--- src/common/mem_pkg.sv ---
`default_nettype none

package mem_pkg;

    // data path and address widths
    typedef logic [63:0] data_t;
    typedef logic [63:0] addr_t;

    // one enable bit per byte lane of a data word
    typedef logic [7:0] strb_t;

    typedef enum logic [1:0] {
        REQ_NONE  = 2'd0,
        REQ_READ  = 2'd1,
        REQ_WRITE = 2'd2
    } req_kind_t;

    // access size, log2 of the byte count
    typedef logic [1:0] size_t;

    localparam size_t SIZE_B = 2'd0;
    localparam size_t SIZE_H = 2'd1;
    localparam size_t SIZE_W = 2'd2;
    localparam size_t SIZE_D = 2'd3;

    typedef logic [1:0] resp_t;

    localparam resp_t RESP_OKAY   = 2'd0;
    localparam resp_t RESP_DECERR = 2'd3;

    // clint region, 64 KiB window
    localparam addr_t CLINT_BASE = 64'h0000_0000_0200_0000;
    localparam addr_t CLINT_MASK = 64'hffff_ffff_ffff_0000;

    // register offsets inside the clint window
    localparam addr_t MTIMECMP_OFS = 64'h0000_0000_0000_4000;
    localparam addr_t MTIME_OFS    = 64'h0000_0000_0000_bff8;

    // data ram, 256 doublewords
    localparam int    RAM_DEPTH_LOG2 = 8;
    localparam addr_t RAM_BASE       = 64'h0000_0000_8000_0000;
    localparam addr_t RAM_MASK       = ~((addr_t'(1) << (RAM_DEPTH_LOG2 + 3)) - addr_t'(1));

    // mtime steps once every 2**MTIME_PRESCALE_LOG2 clocks
    localparam int MTIME_PRESCALE_LOG2 = 4;

endpackage

`default_nettype wire

--- src/common/mem_req_if.sv ---
`timescale 1ns/1ps
`default_nettype none

// one target port of the router
// a transfer happens when valid and ready are both high, rdata follows one cycle later
interface mem_req_if;

    logic               valid;
    mem_pkg::req_kind_t kind;
    mem_pkg::addr_t     addr;
    mem_pkg::size_t     size;
    mem_pkg::data_t     wdata;
    logic               ready;
    mem_pkg::data_t     rdata;

    modport router (
        output valid,
        output kind,
        output addr,
        output size,
        output wdata,
        input  ready,
        input  rdata
    );

    modport target (
        input  valid,
        input  kind,
        input  addr,
        input  size,
        input  wdata,
        output ready,
        output rdata
    );

endinterface

`default_nettype wire

--- src/mem_access_router.sv ---
`timescale 1ns/1ps
`default_nettype none

module mem_access_router (
    input  wire                       clk,
    input  wire                       rst,

    input  wire                       req_valid_i,
    input  wire mem_pkg::req_kind_t   req_kind_i,
    input  wire mem_pkg::addr_t       req_addr_i,
    input  wire mem_pkg::size_t       req_size_i,
    input  wire mem_pkg::data_t       req_wdata_i,
    output logic                      req_ready_o,

    output logic                      rsp_valid_o,
    output mem_pkg::data_t            rsp_rdata_o,
    output mem_pkg::resp_t            rsp_resp_o,

    mem_req_if.router                 clint_o,
    mem_req_if.router                 ram_o
);

    logic hit_clint;
    logic hit_ram;
    logic accept;

    // response record, one per accepted request
    logic rsp_valid_q;
    logic rsp_sel_ram_q;
    logic rsp_read_q;
    logic rsp_err_q;

    // region decode
    assign hit_clint = ((req_addr_i & mem_pkg::CLINT_MASK) == mem_pkg::CLINT_BASE);
    assign hit_ram   = ((req_addr_i & mem_pkg::RAM_MASK) == mem_pkg::RAM_BASE);

    // both targets always ready, so the port never stalls
    assign req_ready_o = clint_o.ready && ram_o.ready;
    assign accept      = req_valid_i && req_ready_o;

    // valid only toward the matching target
    assign clint_o.valid = req_valid_i && hit_clint;
    assign clint_o.kind  = req_kind_i;
    assign clint_o.addr  = req_addr_i;
    assign clint_o.size  = req_size_i;
    assign clint_o.wdata = req_wdata_i;

    assign ram_o.valid = req_valid_i && hit_ram;
    assign ram_o.kind  = req_kind_i;
    assign ram_o.addr  = req_addr_i;
    assign ram_o.size  = req_size_i;
    assign ram_o.wdata = req_wdata_i;

    always_ff @(posedge clk) begin
        if (rst) begin
            rsp_valid_q   <= 1'b0;
            rsp_sel_ram_q <= 1'b0;
            rsp_read_q    <= 1'b0;
            rsp_err_q     <= 1'b0;
        end else begin
            rsp_valid_q   <= accept;
            rsp_sel_ram_q <= hit_ram;
            rsp_read_q    <= accept && (req_kind_i == mem_pkg::REQ_READ);
            rsp_err_q     <= accept && !hit_clint && !hit_ram;
        end
    end

    assign rsp_valid_o = rsp_valid_q;

    // read data of the remembered target, zero for writes and errors
    always_comb begin
        if (!rsp_read_q || rsp_err_q) begin
            rsp_rdata_o = '0;
        end else if (rsp_sel_ram_q) begin
            rsp_rdata_o = ram_o.rdata;
        end else begin
            rsp_rdata_o = clint_o.rdata;
        end
    end

    assign rsp_resp_o = rsp_err_q ? mem_pkg::RESP_DECERR : mem_pkg::RESP_OKAY;

endmodule

`default_nettype wire

--- src/flat_wrapper.sv ---
// flat-port wrapper written by rule: the top's interface ports become plain ports
module mem_access_router_flat 
  (clk, rst, req_valid_i, req_kind_i, req_addr_i, req_size_i, req_wdata_i, req_ready_o, rsp_valid_o, rsp_rdata_o, rsp_resp_o, clint_o_valid, clint_o_kind, clint_o_addr, clint_o_size, clint_o_wdata, clint_o_ready, clint_o_rdata, ram_o_valid, ram_o_kind, ram_o_addr, ram_o_size, ram_o_wdata, ram_o_ready, ram_o_rdata);
  mem_req_if clint_o_i ();
  mem_req_if ram_o_i ();
  input  wire clk;
  input  wire rst;
  input  wire req_valid_i;
  input  wire mem_pkg::req_kind_t req_kind_i;
  input  wire mem_pkg::addr_t req_addr_i;
  input  wire mem_pkg::size_t req_size_i;
  input  wire mem_pkg::data_t req_wdata_i;
  output logic req_ready_o;
  output logic rsp_valid_o;
  output mem_pkg::data_t rsp_rdata_o;
  output mem_pkg::resp_t rsp_resp_o;
  output wire logic [$bits(clint_o_i.valid)-1:0] clint_o_valid;
  output wire logic [$bits(clint_o_i.kind)-1:0] clint_o_kind;
  output wire logic [$bits(clint_o_i.addr)-1:0] clint_o_addr;
  output wire logic [$bits(clint_o_i.size)-1:0] clint_o_size;
  output wire logic [$bits(clint_o_i.wdata)-1:0] clint_o_wdata;
  input wire logic [$bits(clint_o_i.ready)-1:0] clint_o_ready;
  input wire logic [$bits(clint_o_i.rdata)-1:0] clint_o_rdata;
  output wire logic [$bits(ram_o_i.valid)-1:0] ram_o_valid;
  output wire logic [$bits(ram_o_i.kind)-1:0] ram_o_kind;
  output wire logic [$bits(ram_o_i.addr)-1:0] ram_o_addr;
  output wire logic [$bits(ram_o_i.size)-1:0] ram_o_size;
  output wire logic [$bits(ram_o_i.wdata)-1:0] ram_o_wdata;
  input wire logic [$bits(ram_o_i.ready)-1:0] ram_o_ready;
  input wire logic [$bits(ram_o_i.rdata)-1:0] ram_o_rdata;
  assign clint_o_valid = clint_o_i.valid;
  assign clint_o_kind = clint_o_i.kind;
  assign clint_o_addr = clint_o_i.addr;
  assign clint_o_size = clint_o_i.size;
  assign clint_o_wdata = clint_o_i.wdata;
  assign clint_o_i.ready = clint_o_ready;
  assign clint_o_i.rdata = clint_o_rdata;
  assign ram_o_valid = ram_o_i.valid;
  assign ram_o_kind = ram_o_i.kind;
  assign ram_o_addr = ram_o_i.addr;
  assign ram_o_size = ram_o_i.size;
  assign ram_o_wdata = ram_o_i.wdata;
  assign ram_o_i.ready = ram_o_ready;
  assign ram_o_i.rdata = ram_o_rdata;
  mem_access_router u_core (.clk(clk), .rst(rst), .req_valid_i(req_valid_i), .req_kind_i(req_kind_i), .req_addr_i(req_addr_i), .req_size_i(req_size_i), .req_wdata_i(req_wdata_i), .req_ready_o(req_ready_o), .rsp_valid_o(rsp_valid_o), .rsp_rdata_o(rsp_rdata_o), .rsp_resp_o(rsp_resp_o), .clint_o(clint_o_i), .ram_o(ram_o_i));
endmodule
--- config.mk ---
export PLATFORM = sky130hd
export DESIGN_NAME = mem_access_router_flat
export DESIGN_NICKNAME = d
export VERILOG_FILES = /design/src/common/mem_pkg.sv /design/src/common/mem_req_if.sv /design/src/mem_access_router.sv /design/src/flat_wrapper.sv
export SDC_FILE = /design/constraint.sdc
export NUM_CORES = 1
export LEC_CHECK = 0
export ABC_AREA = 1
export BUFFER_PORTS_ARGS = -buffer_cell sky130_fd_sc_hd__buf_2
export CAP_MARGIN = 10
export CORE_AREA = 2 2 230 232
export CTS_CLUSTER_SIZE = 20
export DETAILED_ROUTE_END_ITERATION = 8
export DIE_AREA = 0 0 232 234
export PLACE_DENSITY_LB_ADDON = 0.15
export RECOVER_POWER = 100
export SLEW_MARGIN = 0
export SYNTH_ARGS = -nofsm -noshare
export SYNTH_HDL_FRONTEND = slang
export SYNTH_SLANG_ARGS = --single-unit
--- constraint.sdc ---
create_clock -name clk -period 2 [get_ports clk]
set_input_delay 0.4 -clock clk [delete_from_list [all_inputs] [get_ports clk]]
set_output_delay 0.4 -clock clk [all_outputs]
set_load 0.005 [all_outputs]
# ---- Yosys cells after proc, flatten, opt, wreduce, memory -nomap -nowiden
# Cells that the tools add are included.
dict set report classes {
  eq_ne 3
  muxes 3
  n_reduce_logical 11
}
# cell n
set ops {}
lappend ops {{$mux 64} 2}
lappend ops {{$eq 53x21->1 const B} 1}
lappend ops {{$eq 48x10->1 const B} 1}
lappend ops {{$logic_and 1x1->1} 7}
lappend ops {{$logic_not 1->1} 3}
lappend ops {{$eq 2x1->1 const B} 1}
lappend ops {{$mux 2} 1}
lappend ops {{$logic_or 1x1->1} 1}
dict set report totals {
  register_bits 4
}

# ---- Logic depth before layout (Yosys ltp)
dict set report logic_depth {
  word_depth 4
  ltp_mapped 9
  ltp_nobuf 9
}

# ---- Worst setup path after synthesis
# No wires, ideal clock.
dict set report synth_path {
  path_type {input port to output port}
  start {in req_addr_i[56]}
  end {out ram_o_valid}
  t_arrival_ns 0.984
  path_slack_ns 0.616
  stages 7
  n_path_buf 0
  path_cell_list {nor2_2 nand2_1 nor2_2 nand2_1 nor2_2 nand3_2 nor2_1}
}
dict set report synth_between {
  elab_chain_len 2
}
# element line
set synth_lines {}
lappend synth_lines {{from (decl)} flat_wrapper.sv:10} ;# input wire mem_pkg::addr_t req_addr_i;
lappend synth_lines {{$eq 53x21->1} mem_access_router.sv:35} ;# assign hit_ram = ((req_addr_i & mem_pkg::RAM_MASK) == mem_pkg::RAM_BASE);
lappend synth_lines {{$logic_and 1x1->1} mem_access_router.sv:48} ;# assign ram_o.valid = req_valid_i && hit_ram;
lappend synth_lines {{to (decl)} flat_wrapper.sv:24} ;# output wire logic [$bits(ram_o_i.valid)-1:0] ram_o_valid;
# Every way passes these cells.

# ---- Worst setup path after layout
dict set report layout_path {
  start {reg u_core.rsp_sel_ram_q}
  end {out rsp_rdata_o[46]}
}
dict set report layout_between {
  elab_chain_len 2
}
# element line
set layout_lines {}
lappend layout_lines {{from (decl)} mem_access_router.sv:29} ;# logic rsp_sel_ram_q;
lappend layout_lines {{from (signal assigned)} mem_access_router.sv:62} ;# rsp_sel_ram_q <= hit_ram;
lappend layout_lines {{$mux 64} mem_access_router.sv:74} ;# end else if (rsp_sel_ram_q) begin
lappend layout_lines {{$mux 64} mem_access_router.sv:72} ;# if (!rsp_read_q || rsp_err_q) begin
lappend layout_lines {{to (decl)} flat_wrapper.sv:15} ;# output mem_pkg::data_t rsp_rdata_o;
# Every way passes these cells.

==> flow_metrics.tcl <==
set metrics [dict create \
    syn-cell-area_sq_um 3322 \
    clockPowerShare 0.383 \
    wirelength_microns 16550 \
    hold_viol 0 \
    dr_total_vias 3567 \
    root_buffer "clkbuf_16" \
    dpl_worst_slack_ps 3.204 \
    track_usage 0.05303 \
    vias_per_cell 2.629 \
    crit_required_ps 1600 \
    swShare 0.3169 \
    status "finished, final reports clean" \
    dpl-instance-area_sq_um 4140 \
    drv_cap 0 \
    ios 599 \
    portBuffers 367 \
    syn-num-nets 821 \
    start_util 0.06385 \
    arrival_ps 1470 \
    seq_area_frac_synth 0.02411 \
    cts_tree "yes" \
    worstPathMaxFanout 25 \
    setup_viol 0 \
    cts_hold_buf 0 \
    min_period_over_period 0.9336 \
    clock_path_buffers 2 \
    rows 84 \
    synthTopCellsByArea "buf_4 (61%), nand2_1 (17%), a21oi_1 (9.6%), nor2_1 (4.3%), dfxtp_1 (2.4%)" \
    routedWlPerCell_microns 12.19 \
    postSynthCellCount 556 \
    slew_headroom 0.7639 \
    seq_power_share 0.100 \
    crit_type "flop to output pin" \
    synth_top_area_share 0.6056 \
    cp-end-kind "output pin" \
    leakage_nw 1.805 \
    worst_slack_ps 132.8 \
    finalNetCount 934 \
    clk_pin_slew_ps 30 \
    fin_area_sq_um 4058 \
    n_fill_cell 6328 \
    p_comb_frac 0.517 \
    ys_warn_count 0 \
    h-tree-depth 1 \
    synthToLayoutAreaGrowth_pct 22.15 \
    cts_buffers 3 \
    p_int_mw 0.5531 \
    die_area_sq_um 54290 \
    first_global_vias 3263 \
    synth_cell_types 15 \
    ys_ff_latch 4 \
    drt-initial-drc-count 67 \
    achievable-frequency_mhz 535.6 \
    post-cts-setup-buffer-count 0 \
    die_y_microns 234 \
    holdCritPathClass "input port to flop" \
    fin_tns_setup_ps 0 \
    grt_pass1_wl_microns 21090 \
    switchingPower_mw 0.2566 \
    core-area_sq_um 52020 \
    finalNonFillerCells 1357 \
    fin_crit_ps 1867 \
    rsz0062_at_grt "false" \
    cellPowerDensity_nw_per_um2 199.6 \
    dp_hpwl_microns 14450 \
    placedCellCount 1352 \
    gp_congestion 0.7318 \
    antenna_found_initial 1 \
    irDropWorstVdd_mv 0.1922 \
    overflow 0 \
    whs_ps 349.8 \
    drc 0 \
    postRouteAntennaNets 0 \
    worst_pin_slew_ps 351.5 \
    drtPass1Iterations 4 \
    start_kind "flop" \
    fp.dieW_microns 232 \
    avgSynthCellArea_sq_um 5.975 \
    post-route-util 0.07799 \
    grt_start_max_net_pins 31 \
    layout-drive-gt1-share 0.4093 \
    total_power_mw 0.8098 \
    synth_top_area_cell "buf_4" \
    cts_sinks 4 \
    drv_slew 0 \
]
## registers in the layout, indices dropped and copies added, names as in the netlist
name	cells
u_core.rsp_sel_ram_q	1
u_core.rsp_valid_o	1
u_core.rsp_err_q	1
u_core.rsp_read_q	1
## power groups by stage
stage                     sequential, mW  clock (mW)  combinational [mW]
after global placement            0.0832           0               0.455
after global routing              0.0810       0.322               0.464
after detailed placement          0.0833           0               0.448
after floorplan                   0.0833           0               0.488
final                             0.0810       0.310               0.418
after CTS                         0.0810       0.317               0.451
## final timing paths
check / start / end / slack [ps] / cells after the start
setup / recovery: u_core.rsp_sel_ram_q / rsp_rdata_o[46] / 130 / 6
hold / removal: rst / u_core.rsp_sel_ram_q / 350 / 2
## metal layers
metal  vias up  global-route usage  part of all wire
met3         7             0.04207              0.18
met2       413             0.08507              0.45
met1      1462             0.05571              0.37
li1       1683                   -                 -
met4         2            0.005409            0.0037
met5         -            0.006250            0.0027
## area by class of cell
cell class / instances / area [sq um] / area share
timing repair buffer: 393 / 1879 / 0.4632
multi-input combinational: 260 / 1127 / 0.2778
tap: 688 / 860.8 / 0.2121
sequential: 4 / 83.83 / 0.02066
clock buffer: 3 / 75.07 / 0.01850
inverter: 7 / 26.28 / 0.006475
antenna: 2 / 5.005 / 0.001233
## cell families after synthesis
logic type,synth area share
flops,0.02411
simple gates,0.2309
compound gates,0.09642
buf+inv,0.6486
## Yosys cell counts
cell type    n
nand2_1    147
nand3_2      1
nand4_1      2
buf_6        5
nand3b_1     2
nor2_1      38
nand3_1      1
dfxtp_1      4
inv_2        1
buf_2       12
inv_1        6
buf_4      268
nor3_1       1
nor2_2       4
a21oi_1     64
## critical path, stage by stage, from the launching register on
cell and delay (ps):
dfxtp_4 400, inv_2 110, buf_12 180, buf_4 190
nand2_1 60, a21oi_1 140, clkbuf_1 140
## timing repair
| item | CTS | global route |
|---|---|---|
| pin swaps | 0 | 3 |
| hold endpoints to repair | 0 | 0 |
| resized for setup | 2 | 10 |
| setup endpoints to repair | 10 | 2 |
## layout by cell type (no fill, tap or decap), drive strengths merged
cell type  netlist  final
nor3             1      1
nand4            2      2
nand3            2      2
nand3b           2      2
nand2          147    147
inv              7      7
a21oi           64     64
nor2            42     42
diode            0      2
clkbuf           0    157
buf            285    239
dfxtp            4      4
Power figures use the tool's default switching activity.
