--- src/common/mem_pkg.sv ---
`default_nettype none

package mem_pkg;

    // data path and address widths
    typedef logic [63:0] data_t;
    typedef logic [63:0] addr_t;

    // one enable bit per byte lane of a data word
    typedef logic [7:0] strb_t;

    typedef enum logic [1:0] {
        REQ_NONE  = 2'd0,
        REQ_READ  = 2'd1,
        REQ_WRITE = 2'd2
    } req_kind_t;

    // access size, log2 of the byte count
    typedef logic [1:0] size_t;

    localparam size_t SIZE_B = 2'd0;
    localparam size_t SIZE_H = 2'd1;
    localparam size_t SIZE_W = 2'd2;
    localparam size_t SIZE_D = 2'd3;

    typedef logic [1:0] resp_t;

    localparam resp_t RESP_OKAY   = 2'd0;
    localparam resp_t RESP_DECERR = 2'd3;

    // clint region, 64 KiB window
    localparam addr_t CLINT_BASE = 64'h0000_0000_0200_0000;
    localparam addr_t CLINT_MASK = 64'hffff_ffff_ffff_0000;

    // register offsets inside the clint window
    localparam addr_t MTIMECMP_OFS = 64'h0000_0000_0000_4000;
    localparam addr_t MTIME_OFS    = 64'h0000_0000_0000_bff8;

    // data ram, 256 doublewords
    localparam int    RAM_DEPTH_LOG2 = 8;
    localparam addr_t RAM_BASE       = 64'h0000_0000_8000_0000;
    localparam addr_t RAM_MASK       = ~((addr_t'(1) << (RAM_DEPTH_LOG2 + 3)) - addr_t'(1));

    // mtime steps once every 2**MTIME_PRESCALE_LOG2 clocks
    localparam int MTIME_PRESCALE_LOG2 = 4;

endpackage

`default_nettype wire

--- src/common/mem_req_if.sv ---
`timescale 1ns/1ps
`default_nettype none

// one target port of the router
// a transfer happens when valid and ready are both high, rdata follows one cycle later
interface mem_req_if;

    logic               valid;
    mem_pkg::req_kind_t kind;
    mem_pkg::addr_t     addr;
    mem_pkg::size_t     size;
    mem_pkg::data_t     wdata;
    logic               ready;
    mem_pkg::data_t     rdata;

    modport router (
        output valid,
        output kind,
        output addr,
        output size,
        output wdata,
        input  ready,
        input  rdata
    );

    modport target (
        input  valid,
        input  kind,
        input  addr,
        input  size,
        input  wdata,
        output ready,
        output rdata
    );

endinterface

`default_nettype wire

--- src/mem_clint.sv ---
`timescale 1ns/1ps
`default_nettype none

module mem_clint (
    input  wire          clk,
    input  wire          rst,
    mem_req_if.target    bus_i,
    output logic         mtip_o,
    output logic         update_o
);

    logic [mem_pkg::MTIME_PRESCALE_LOG2-1:0] presc_q;
    logic                                    tick;
    mem_pkg::data_t                          mtime_q;
    mem_pkg::data_t                          mtimecmp_q;
    mem_pkg::data_t                          rdata_q;
    mem_pkg::addr_t                          ofs;
    logic                                    access;
    logic                                    rd_en;
    logic                                    wr_en;
    logic                                    mtime_sel;
    logic                                    mtimecmp_sel;
    logic                                    update_q;

    // never stalls
    assign bus_i.ready = 1'b1;

    assign access = bus_i.valid && bus_i.ready;
    assign rd_en  = access && (bus_i.kind == mem_pkg::REQ_READ);
    assign wr_en  = access && (bus_i.kind == mem_pkg::REQ_WRITE);

    // offset inside the window, every access treated as a doubleword
    assign ofs = bus_i.addr & ~mem_pkg::CLINT_MASK & ~mem_pkg::addr_t'(7);

    assign mtime_sel    = (ofs == mem_pkg::MTIME_OFS);
    assign mtimecmp_sel = (ofs == mem_pkg::MTIMECMP_OFS);

    // free running prescaler, mtime steps when it wraps to zero
    always_ff @(posedge clk) begin
        if (rst) begin
            presc_q <= '0;
        end else begin
            presc_q <= presc_q + 1'b1;
        end
    end

    assign tick = (presc_q == '0);

    // software write wins over the tick
    always_ff @(posedge clk) begin
        if (rst) begin
            mtime_q <= '0;
        end else if (wr_en && mtime_sel) begin
            mtime_q <= bus_i.wdata;
        end else if (tick) begin
            mtime_q <= mtime_q + 64'd1;
        end
    end

    always_ff @(posedge clk) begin
        if (rst) begin
            mtimecmp_q <= '0;
        end else if (wr_en && mtimecmp_sel) begin
            mtimecmp_q <= bus_i.wdata;
        end
    end

    // registered read so timing matches the ram
    always_ff @(posedge clk) begin
        if (rst) begin
            rdata_q <= '0;
        end else if (rd_en) begin
            if (mtime_sel) begin
                rdata_q <= mtime_q;
            end else if (mtimecmp_sel) begin
                rdata_q <= mtimecmp_q;
            end else begin
                rdata_q <= '0;
            end
        end
    end

    assign bus_i.rdata = rdata_q;

    // one cycle pulse after a write
    // a write right behind another gets no second pulse
    always_ff @(posedge clk) begin
        if (rst) begin
            update_q <= 1'b0;
        end else begin
            update_q <= wr_en && !update_q;
        end
    end

    assign update_o = update_q;

    assign mtip_o = (mtime_q >= mtimecmp_q);

endmodule

`default_nettype wire

--- src/flat_wrapper.sv ---
// flat-port wrapper written by rule: the top's interface ports become plain ports
module mem_clint_flat 
  (clk, rst, mtip_o, update_o, bus_i_valid, bus_i_kind, bus_i_addr, bus_i_size, bus_i_wdata, bus_i_ready, bus_i_rdata);
  mem_req_if bus_i_i ();
  input  wire clk;
  input  wire rst;
  output logic mtip_o;
  output logic update_o;
  input wire logic [$bits(bus_i_i.valid)-1:0] bus_i_valid;
  input wire logic [$bits(bus_i_i.kind)-1:0] bus_i_kind;
  input wire logic [$bits(bus_i_i.addr)-1:0] bus_i_addr;
  input wire logic [$bits(bus_i_i.size)-1:0] bus_i_size;
  input wire logic [$bits(bus_i_i.wdata)-1:0] bus_i_wdata;
  output wire logic [$bits(bus_i_i.ready)-1:0] bus_i_ready;
  output wire logic [$bits(bus_i_i.rdata)-1:0] bus_i_rdata;
  assign bus_i_i.valid = bus_i_valid;
  assign bus_i_i.kind = bus_i_kind;
  assign bus_i_i.addr = bus_i_addr;
  assign bus_i_i.size = bus_i_size;
  assign bus_i_i.wdata = bus_i_wdata;
  assign bus_i_ready = bus_i_i.ready;
  assign bus_i_rdata = bus_i_i.rdata;
  mem_clint u_core (.clk(clk), .rst(rst), .bus_i(bus_i_i), .mtip_o(mtip_o), .update_o(update_o));
endmodule
--- config.mk ---
export PLATFORM = sky130hd
export DESIGN_NAME = mem_clint_flat
export DESIGN_NICKNAME = d
export VERILOG_FILES = /design/src/common/mem_pkg.sv /design/src/common/mem_req_if.sv /design/src/mem_clint.sv /design/src/flat_wrapper.sv
export SDC_FILE = /design/constraint.sdc
export NUM_CORES = 1
export LEC_CHECK = 0
export BUFFER_PORTS_ARGS = -buffer_cell sky130_fd_sc_hd__buf_2
export CAP_MARGIN = 0
export CELL_PAD_IN_SITES_DETAIL_PLACEMENT = 0
export CELL_PAD_IN_SITES_GLOBAL_PLACEMENT = 2
export CORE_MARGIN = 2
export CORE_UTILIZATION = 35
export DETAILED_ROUTE_END_ITERATION = 12
export PLACE_DENSITY_LB_ADDON = 0.1
export SYNTH_ARGS = -nofsm -noshare
export SYNTH_HDL_FRONTEND = slang
export SYNTH_SLANG_ARGS = --single-unit
--- constraint.sdc ---
create_clock -name clk -period 4.2 [get_ports clk]
set_input_delay 0.42 -clock clk [delete_from_list [all_inputs] [get_ports clk]]
set_output_delay 0.42 -clock clk [all_outputs]
set_load 0.02 [all_outputs]
# --- After elaboration in Yosys (flattened, before gate mapping) ---
# Cells that the tools add are included.
totals:
  register_bits: 197
  out_inout_bits: 67
op_classes:
  add_sub_neg: 2
  n_lt_le_gt_ge: 1
  eq_ne: 4
  mux: 4
  n_reduce_logical: 8
ops:
  columns: ["operator", "count"]
  rows:
  - ["2-to-1 mux 64 bit", 4]
  - ["adder 64 x 1 -> 64 bit, second input constant", 1]
  - ["greater-or-equal comparator 64 bit", 1]
  - ["equality test 13 x 12 -> 1 bit, second input constant", 1]
  - ["equality test 13 bit, second input constant", 1]
  - ["logical AND 1 bit", 5]
  - ["adder 4 x 1 -> 4 bit, second input constant", 1]
  - ["zero test 4 bit", 1]
  - ["equality test 2 x 1 -> 1 bit, second input constant", 1]
  - ["equality test 2 bit, second input constant", 1]
  - ["nonzero test 2 bit", 1]
  - ["zero test 1 bit", 1]

# --- Logic depth before layout (Yosys ltp) ---
# Gate-level depths: netlist (run 1).
depth:
  ltp_word: 4
  depth_mapped: 10
  depth_no_buf: 8

# --- Worst setup path after synthesis (run 1) ---
# OpenSTA, ideal clock, no wires.
synth_timing:
  path_kind: "register to output"
  start: "reg u_core.mtimecmp_q[21]"
  end: "out mtip_o"
  t_arrival_ps: 1895
  required_ps: 3780
  path_slack_ps: 1885
  stages_incl_launch_ff: 9
  n_path_buf: 0
  cell_sequence: "dfxtp_1 inv_1 ha_1 and4_1 nand4_1 or4_1 o22ai_1 o2111ai_1 nand3_1"
synth_between:
  elab_chain_cells: 1
synth_rtl:
  columns: ["element", "line", "source"]
  rows:
  - ["start, declared", "mem_clint.sv:15", "mem_pkg::data_t mtimecmp_q;"]
  - ["start signal, assigned", "mem_clint.sv:64", "mtimecmp_q <= bus_i.wdata;"]
  - ["greater-or-equal comparator 64 bit", "mem_clint.sv:97", "assign mtip_o = (mtime_q >= mtimecmp_q);"]
  - ["end, declared", "flat_wrapper.sv:7", "output logic mtip_o;"]
# Every way passes these cells.

# --- Final worst setup path (run 1) ---
# Same ends and word-level chain as after synthesis.

==> results of run 1 <==
worst max path at each step:
stage	cells past startpoint	to	start	slack, ns
floorplan	8	mtip_o	u_core.mtimecmp_q[21]	1.89
global placement	8	mtip_o	u_core.mtime_q[21]	1.31
detailed placement	9	mtip_o	u_core.mtimecmp_q[21]	1.27
CTS	9	mtip_o	u_core.mtimecmp_q[21]	0.80
global route	9	mtip_o	u_core.mtimecmp_q[21]	0.74
finish	9	mtip_o	u_core.mtimecmp_q[21]	0.90
final cells by class:
type	instances	area, sq um	share of cell area, %
clock inverter	11	96.3	0.823
tap	384	480	4.10
timing repair buffer	157	830	7.08
clock buffer	20	437	3.73
sequential	197	3940	33.7
inverter	79	297	2.53
multi-input combinational	911	5630	48.0
registers in the layout, summed over array words and instances, names as in the netlist:
signal and count:
u_core.bus_i.rdata 64, u_core.mtime_q 64, u_core.mtimecmp_q 64, u_core.presc_q 4, u_core.update_o 1
worst max-delay path: stages, from the launching register on:
cell and delay (ns):
dfxtp_1 0.36, inv_1 0.05, ha_1 0.28, and4_1 0.23, nand4_1 0.17, or4_1 0.54
o22ai_1 0.23, o2111ai_1 0.17, nand3_1 0.22, buf_2 0.19
routing by layer:
layer  track usage, %  up-vias  wire length, um
li1                 -     4698                -
met1             30.4     4404            16300
met2             30.2      157            13100
met3             2.98       16              955
met4             4.13        0              280
met5                0        -                0
cells in the final DEF, fill, tap and decap left out, types with 3 or more instances in the layout:
cell,n
dfxtp_1,197
nand2_1,173
buf_2,146
nor2_1,142
a21oi_1,89
inv_1,78
nor3_1,74
ha_1,67
a221oi_1,65
a211oi_1,48
nand4_1,35
xnor2_1,28
nand3_1,25
xor2_1,23
nor4_1,17
clkbuf_16,17
o21ai_0,15
and3_1,15
and4_1,14
a311oi_1,13
a21o_1,10
buf_4,9
nor2b_1,6
and2_1,6
clkinvlp_4,6
nor4_2,5
or3_1,5
or4_1,4
a31o_2,3
clkbuf_1,3
inv_8,3
power by group through the flow:
stage	Combinational [mW]	Clock, mW	Sequential [mW]
global route	0.304	1.68	1.93
finish	0.276	1.56	1.93
global placement	0.281	0	1.97
detailed placement	0.281	0	1.97
CTS	0.282	1.62	1.93
floorplan	0.119	0	2.00
cells by family (layout without fill, tap and decap cells):
family,after synthesis,after routing
AND/OR/NAND/NOR,539,539
AO/OA/AOI/OAI,251,251
flip-flops,197,197
buffers and inverters,166,267
adder cells (fa/ha/maj),67,67
XOR/XNOR,51,51
multiplexers,2,2
other,1,1
per-stage QoR:
step	setup slack (ns)	power [mW]	util [%]	hold WS (ns)
2_1_floorplan	1.89	2.12	-	0.430
3_3_place_gp	1.31	2.25	38.9	0.411
3_5_place_dp	1.27	2.25	38.9	0.404
4_1_cts	0.796	3.83	40.8	0.152
5_1_grt	0.745	3.92	40.8	0.164
6_report	0.904	3.76	40.8	0.168
==> impl_metrics.yaml, run 1 <==
power:
  seq_power_share_pct: 51.2
  switching_power_mw: 0.985
  pwr-share-clk_pct: 41.5
  power.density_nw_per_um2: 321
  p_sw_share_pct: 26.2
  leakagePower_nw: 4.38
  p_int_mw: 2.78
  vdd_drop_max_mv: 0.243
  power_frac_comb_pct: 7.3
detailed_routing:
  routed_wl_um: 30700
  drt_iter0_markers: 503
  via_count: 9275
  route.detailed.drc: 0
  drtAntennaViolNets: 0
  firstDrtPassIters: 5
  wl_per_cell_um: 17.4
  via_per_inst: 5.27
worst_setup_path:
  arrival_ns: 2.88
  start_kind: "flop"
  r2r_cells: 6
  required_ns: 3.78
  r2r_slack_ns: 1.50
  cp-end-kind: "primary output"
  worstReg2RegEnd: "u_core.mtime_q[56]"
  crit_fanout: 3
  rr_startpoint: "u_core.mtime_q[26]"
  critPathKind: "reg -> out"
placed_design:
  place_inst: 1728
  dp_hpwl_um: 19800
  dpl_cell_area_sq_um: 11200
  io_buffers: 147
  finalWeightedCongestion: 0.771
synth:
  synth_cell_types: 51
  yosysSeqAreaShare_pct: 38.7
  syn_area_per_cell_sq_um: 8.01
  synth-simple-area-share_pct: 25.0
  synthArstFlopShare_pct: 0
  synth-seq-cells: 197
  yosys.area_share.adder_pct: 8.22
  syn_nets: 1476
  yosysMostFrequentCell: "dfxtp_1"
  synthTopCellsByArea: "dfxtp_1 39%, ha_1 8.2%, nand2_1 6.4%"
  synth_ff_type: "dfxtp_1"
  synth_top_area_share_pct: 38.7
  synth_top_family_by_area: "simple AND/OR/NAND/NOR gates"
  synth_mux_area_share_pct: 0.196
  synthXorXnorAreaFrac_pct: 4.38
  yosysTopAreaCell: "dfxtp_1"
  synth-edff-count: 0
  syn_inst: 1274
  yosysWarnings: 0
  synth_commonest_cells: "197 x dfxtp_1, 175 x nand2_1, 143 x nor2_1, 89 x a21oi_1, 78 x inv_1"
  synth_compound_area_share_pct: 17.0
  synth_area_sq_um: 10200
finish:
  syn2layout_area_growth_pct: 14.8
  drive_gt1_share_pct: 14.8
  final_cells: 1759
  final_area_sq_um: 11700
  insertedDiodeCount: 0
  fill_cells: 3071
  layout.nets: 1565
floorplan:
  dieHeight_um: 175
  num_rows: 62
  dieWidth_um: 175
  core_area_sq_um: 28700
  ios: 202
  start_util_pct: 35.5
  die_area_sq_um: 30500
timing:
  setup_viol: 0
  min_period_over_period_pct: 78.5
  max_slew.worst_pin.slew_ns: 0.947
  finalMaxSlewViolations: 0
  finalCriticalPeriod_ns: 3.30
  max-slew-margin-rel_pct: 36.9
  clock.fmax_mhz: 303
  rsz0062_at_grt: "no"
  setup-tns-final_ns: 0
  finalClockSkew_ns: 0.0190
  hold_violations: 0
cts:
  cts_made_buffers: 17
  cts_resized: 0
  clock_path_buffers: 2
  clk_pin_slew_ns: 0.08
  cts-root-buf: "clkbuf_16"
  hold_buffers: 0
  insertion_delay_ns: 0.43
  post-cts-setup-buffer-count: 0
  htree_levels: 4
  cts.sinks: 197
  cts_tree: "done"
min_path:
  whs_endpoint: "u_core.update_o"
  holdCritPathClass: "in -> reg"
  hold-path-cell-count: 2
  hp-start: "bus_i_kind[0]"
grt:
  grt_pass1_wl_um: 49000
  globalRouteTotalUtil_pct: 20.1
  antenna_found_initial: 0
  grt_pass1_vias: 8749
  grt-ovfl-total: 0
  grt_max_degree: 117
status:
  status: "finished clean"
flow_run:
  cap_violations: 0
No activity file was read; power rests on OpenSTA's default activity.
==> run 2: changes to the inputs <==
CORE_UTILIZATION = 29   (was 35)
clock period = 2.9 ns   (was 4.2 ns; I/O delays follow)
==> run 2 against run 1 <==
Compared with the run above:
- sequential power is 45% higher
- die area grew 20%
- clock skew down 0.0064 ns
- core utilization decreased by 5.4 points
- critical path depth is the same
- non-clock buffer count increased by 29
- count of clock-buffer cells in the layout up 3
- via count rose by 1.6%
- first-iteration DRC count fell by 0.60%
==> impl_metrics.yaml, run 2 (same netlist as run 1, synthesis figures left out) <==
placed_design:
  io_buffers: 147
  dp_hpwl_um: 22000
  dpl_cell_area_sq_um: 11500
  finalWeightedCongestion: 0.746
finish:
  final_common_cell: "dfxtp_1"
  layout_common_cells: "188 x dfxtp_1, 173 x nand2_1, 145 x buf_2"
  multi_input_area_sq_um: 5760
  final_area_sq_um: 12300
  fill_cells: 3718
  insertedDiodeCount: 0
  regArea_sq_um: 3960
  drive_gt1_share_pct: 18.4
  layout.nets: 1594
  syn2layout_area_growth_pct: 20.2
cts:
  cts.sinks: 197
  cts_tree: "done"
  clk_pin_slew_ns: 0.08
  insertion_delay_ns: 0.46
  cts_made_buffers: 17
  cts-root-buf: "clkbuf_16"
  htree_levels: 4
  clock_path_buffers: 2
worst_setup_path:
  worstReg2RegEnd: "u_core.mtime_q[54]"
  arrival_ns: 2.57
  critPathKind: "reg -> out"
  r2r_cells: 9
  rr_startpoint: "u_core.presc_q[0]"
  start_kind: "flop"
  required_ns: 2.61
  cp-end-kind: "primary output"
  r2r_slack_ns: 0.33
  crit_fanout: 3
grt:
  globalRouteTotalUtil_pct: 18.8
  antenna_found_initial: 0
  grt_max_degree: 102
  grt_pass1_wl_um: 53400
  grt_pass1_vias: 9347
  grt-ovfl-total: 0
floorplan:
  start_util_pct: 29.5
  die_area_sq_um: 36700
  num_rows: 68
  core_area_sq_um: 34600
  dieWidth_um: 192
  ios: 202
  dieHeight_um: 192
timing:
  finalClockSkew_ns: 0.0126
  rsz0062_at_grt: "yes"
  finalCriticalPeriod_ns: 2.86
  min_period_over_period_pct: 98.5
  hold_violations: 0
  clock.fmax_mhz: 350
  max-slew-margin-rel_pct: 34.0
  max_slew.worst_pin.slew_ns: 0.990
  setup_viol: 0
  finalMaxSlewViolations: 0
detailed_routing:
  via_per_inst: 5.07
  drt_iter0_markers: 500
  wl_per_cell_um: 18.2
  routed_wl_um: 33800
  route.detailed.drc: 0
  drtAntennaViolNets: 0
  via_count: 9423
  firstDrtPassIters: 5
power:
  leakagePower_nw: 4.63
  total_power_mw: 5.66
  vdd_drop_max_mv: 0.426
  power.density_nw_per_um2: 461
min_path:
  holdCritPathClass: "in -> reg"
  whs_endpoint: "u_core.mtimecmp_q[14]"
  hp-start: "bus_i_wdata[14]"
  hold-path-cell-count: 3
flow_run:
  cap_violations: 0
status:
  status: "finished clean"
==> run 2: cell count changes in the layout (fill, tap and decap cells not counted), sizes merged <==
cell / before / now
clkbuf: 20 / 23
buf: 157 / 185
dlygate4sd3: 0 / 1
bufinv: 0 / 2
inv: 83 / 78
clkinv: 1 / 4
clkinvlp: 6 / 3
==> run 2: routing by layer <==
metal / GRT usage [%] / vias up / wire length [um]
li1: - / 4766 / -
met1: 27.4 / 4499 / 17700
met2: 28.7 / 139 / 14600
met3: 2.80 / 19 / 1080
met4: 4.82 / 0 / 359
met5: 0 / - / 0
==> run 2: what timing repair did <==
action                     4_1_cts  5_1_grt
setup buffers                    2        1
setup endpoints to repair        1        1
pin swaps                       11        7
hold endpoints to repair         1        0
hold buffers                     1        0
gates cloned                     0        0
gates resized for setup         24        9
==> run 2: final cells by class <==
class | instances | share of cell area, %
Timing Repair Buffer | 186 | 9.12
Multi-Input combinational cell | 911 | 46.9
Clock buffer | 23 | 3.82
Tap cell | 455 | 4.64
Sequential cell | 197 | 32.2
Inverter | 79 | 2.42
Clock inverter | 8 | 0.826
==> run 2: worst max-delay path: stages (launching register included) <==
cell and delay, ns:
dfxtp_2 0.35, inv_2 0.05, ha_4 0.26, and4_4 0.23
nand4_1 0.19, or4_4 0.47, o22ai_4 0.15, o2111ai_2 0.16
nand3_2 0.14, buf_6 0.13
==> run 2: how the worst max path moves through the flow <==
| stage | startpoint | to | slack [ns] |
|---|---|---|---|
| 2_1_floorplan | u_core.mtimecmp_q[21] | mtip_o | 0.72 |
| 3_3_place_gp | u_core.mtimecmp_q[21] | mtip_o | 0.15 |
| 3_5_place_dp | u_core.mtimecmp_q[21] | mtip_o | 0.14 |
| 4_1_cts | u_core.mtimecmp_q[23] | mtip_o | -0.003 |
| 5_1_grt | u_core.mtimecmp_q[23] | mtip_o | -0.05 |
| 6_report | u_core.mtimecmp_q[23] | mtip_o | 0.04 |
==> run 2: metrics by stage <==
stage | TNS (ns) | setup WS [ns] | std cells | hold WS (ns) | util (%)
final | 0 | 0.0430 | 1859 | 0.0801 | 35.4
after global routing | -0.0499 | -0.0499 | 1859 | 0.0701 | 35.4
after CTS | -0.00268 | -0.00268 | 1858 | 0.0498 | 35.3
after detailed placement | 0 | 0.137 | 1824 | 0.413 | 33.3
after global placement | 0 | 0.150 | 1824 | 0.411 | 33.3
after floorplan | 0 | 0.715 | 1274 | 0.367 | -
==> run 2: power breakdown <==
group | internal, mW | total, mW | switching (mW) | leakage, nW
clock network | 1.31 | 2.43 | 1.12 | 0.269
logic | 0.172 | 0.446 | 0.274 | 2.76
registers | 2.76 | 2.79 | 0.0303 | 1.60
total | 4.24 | 5.66 | 1.42 | 4.63
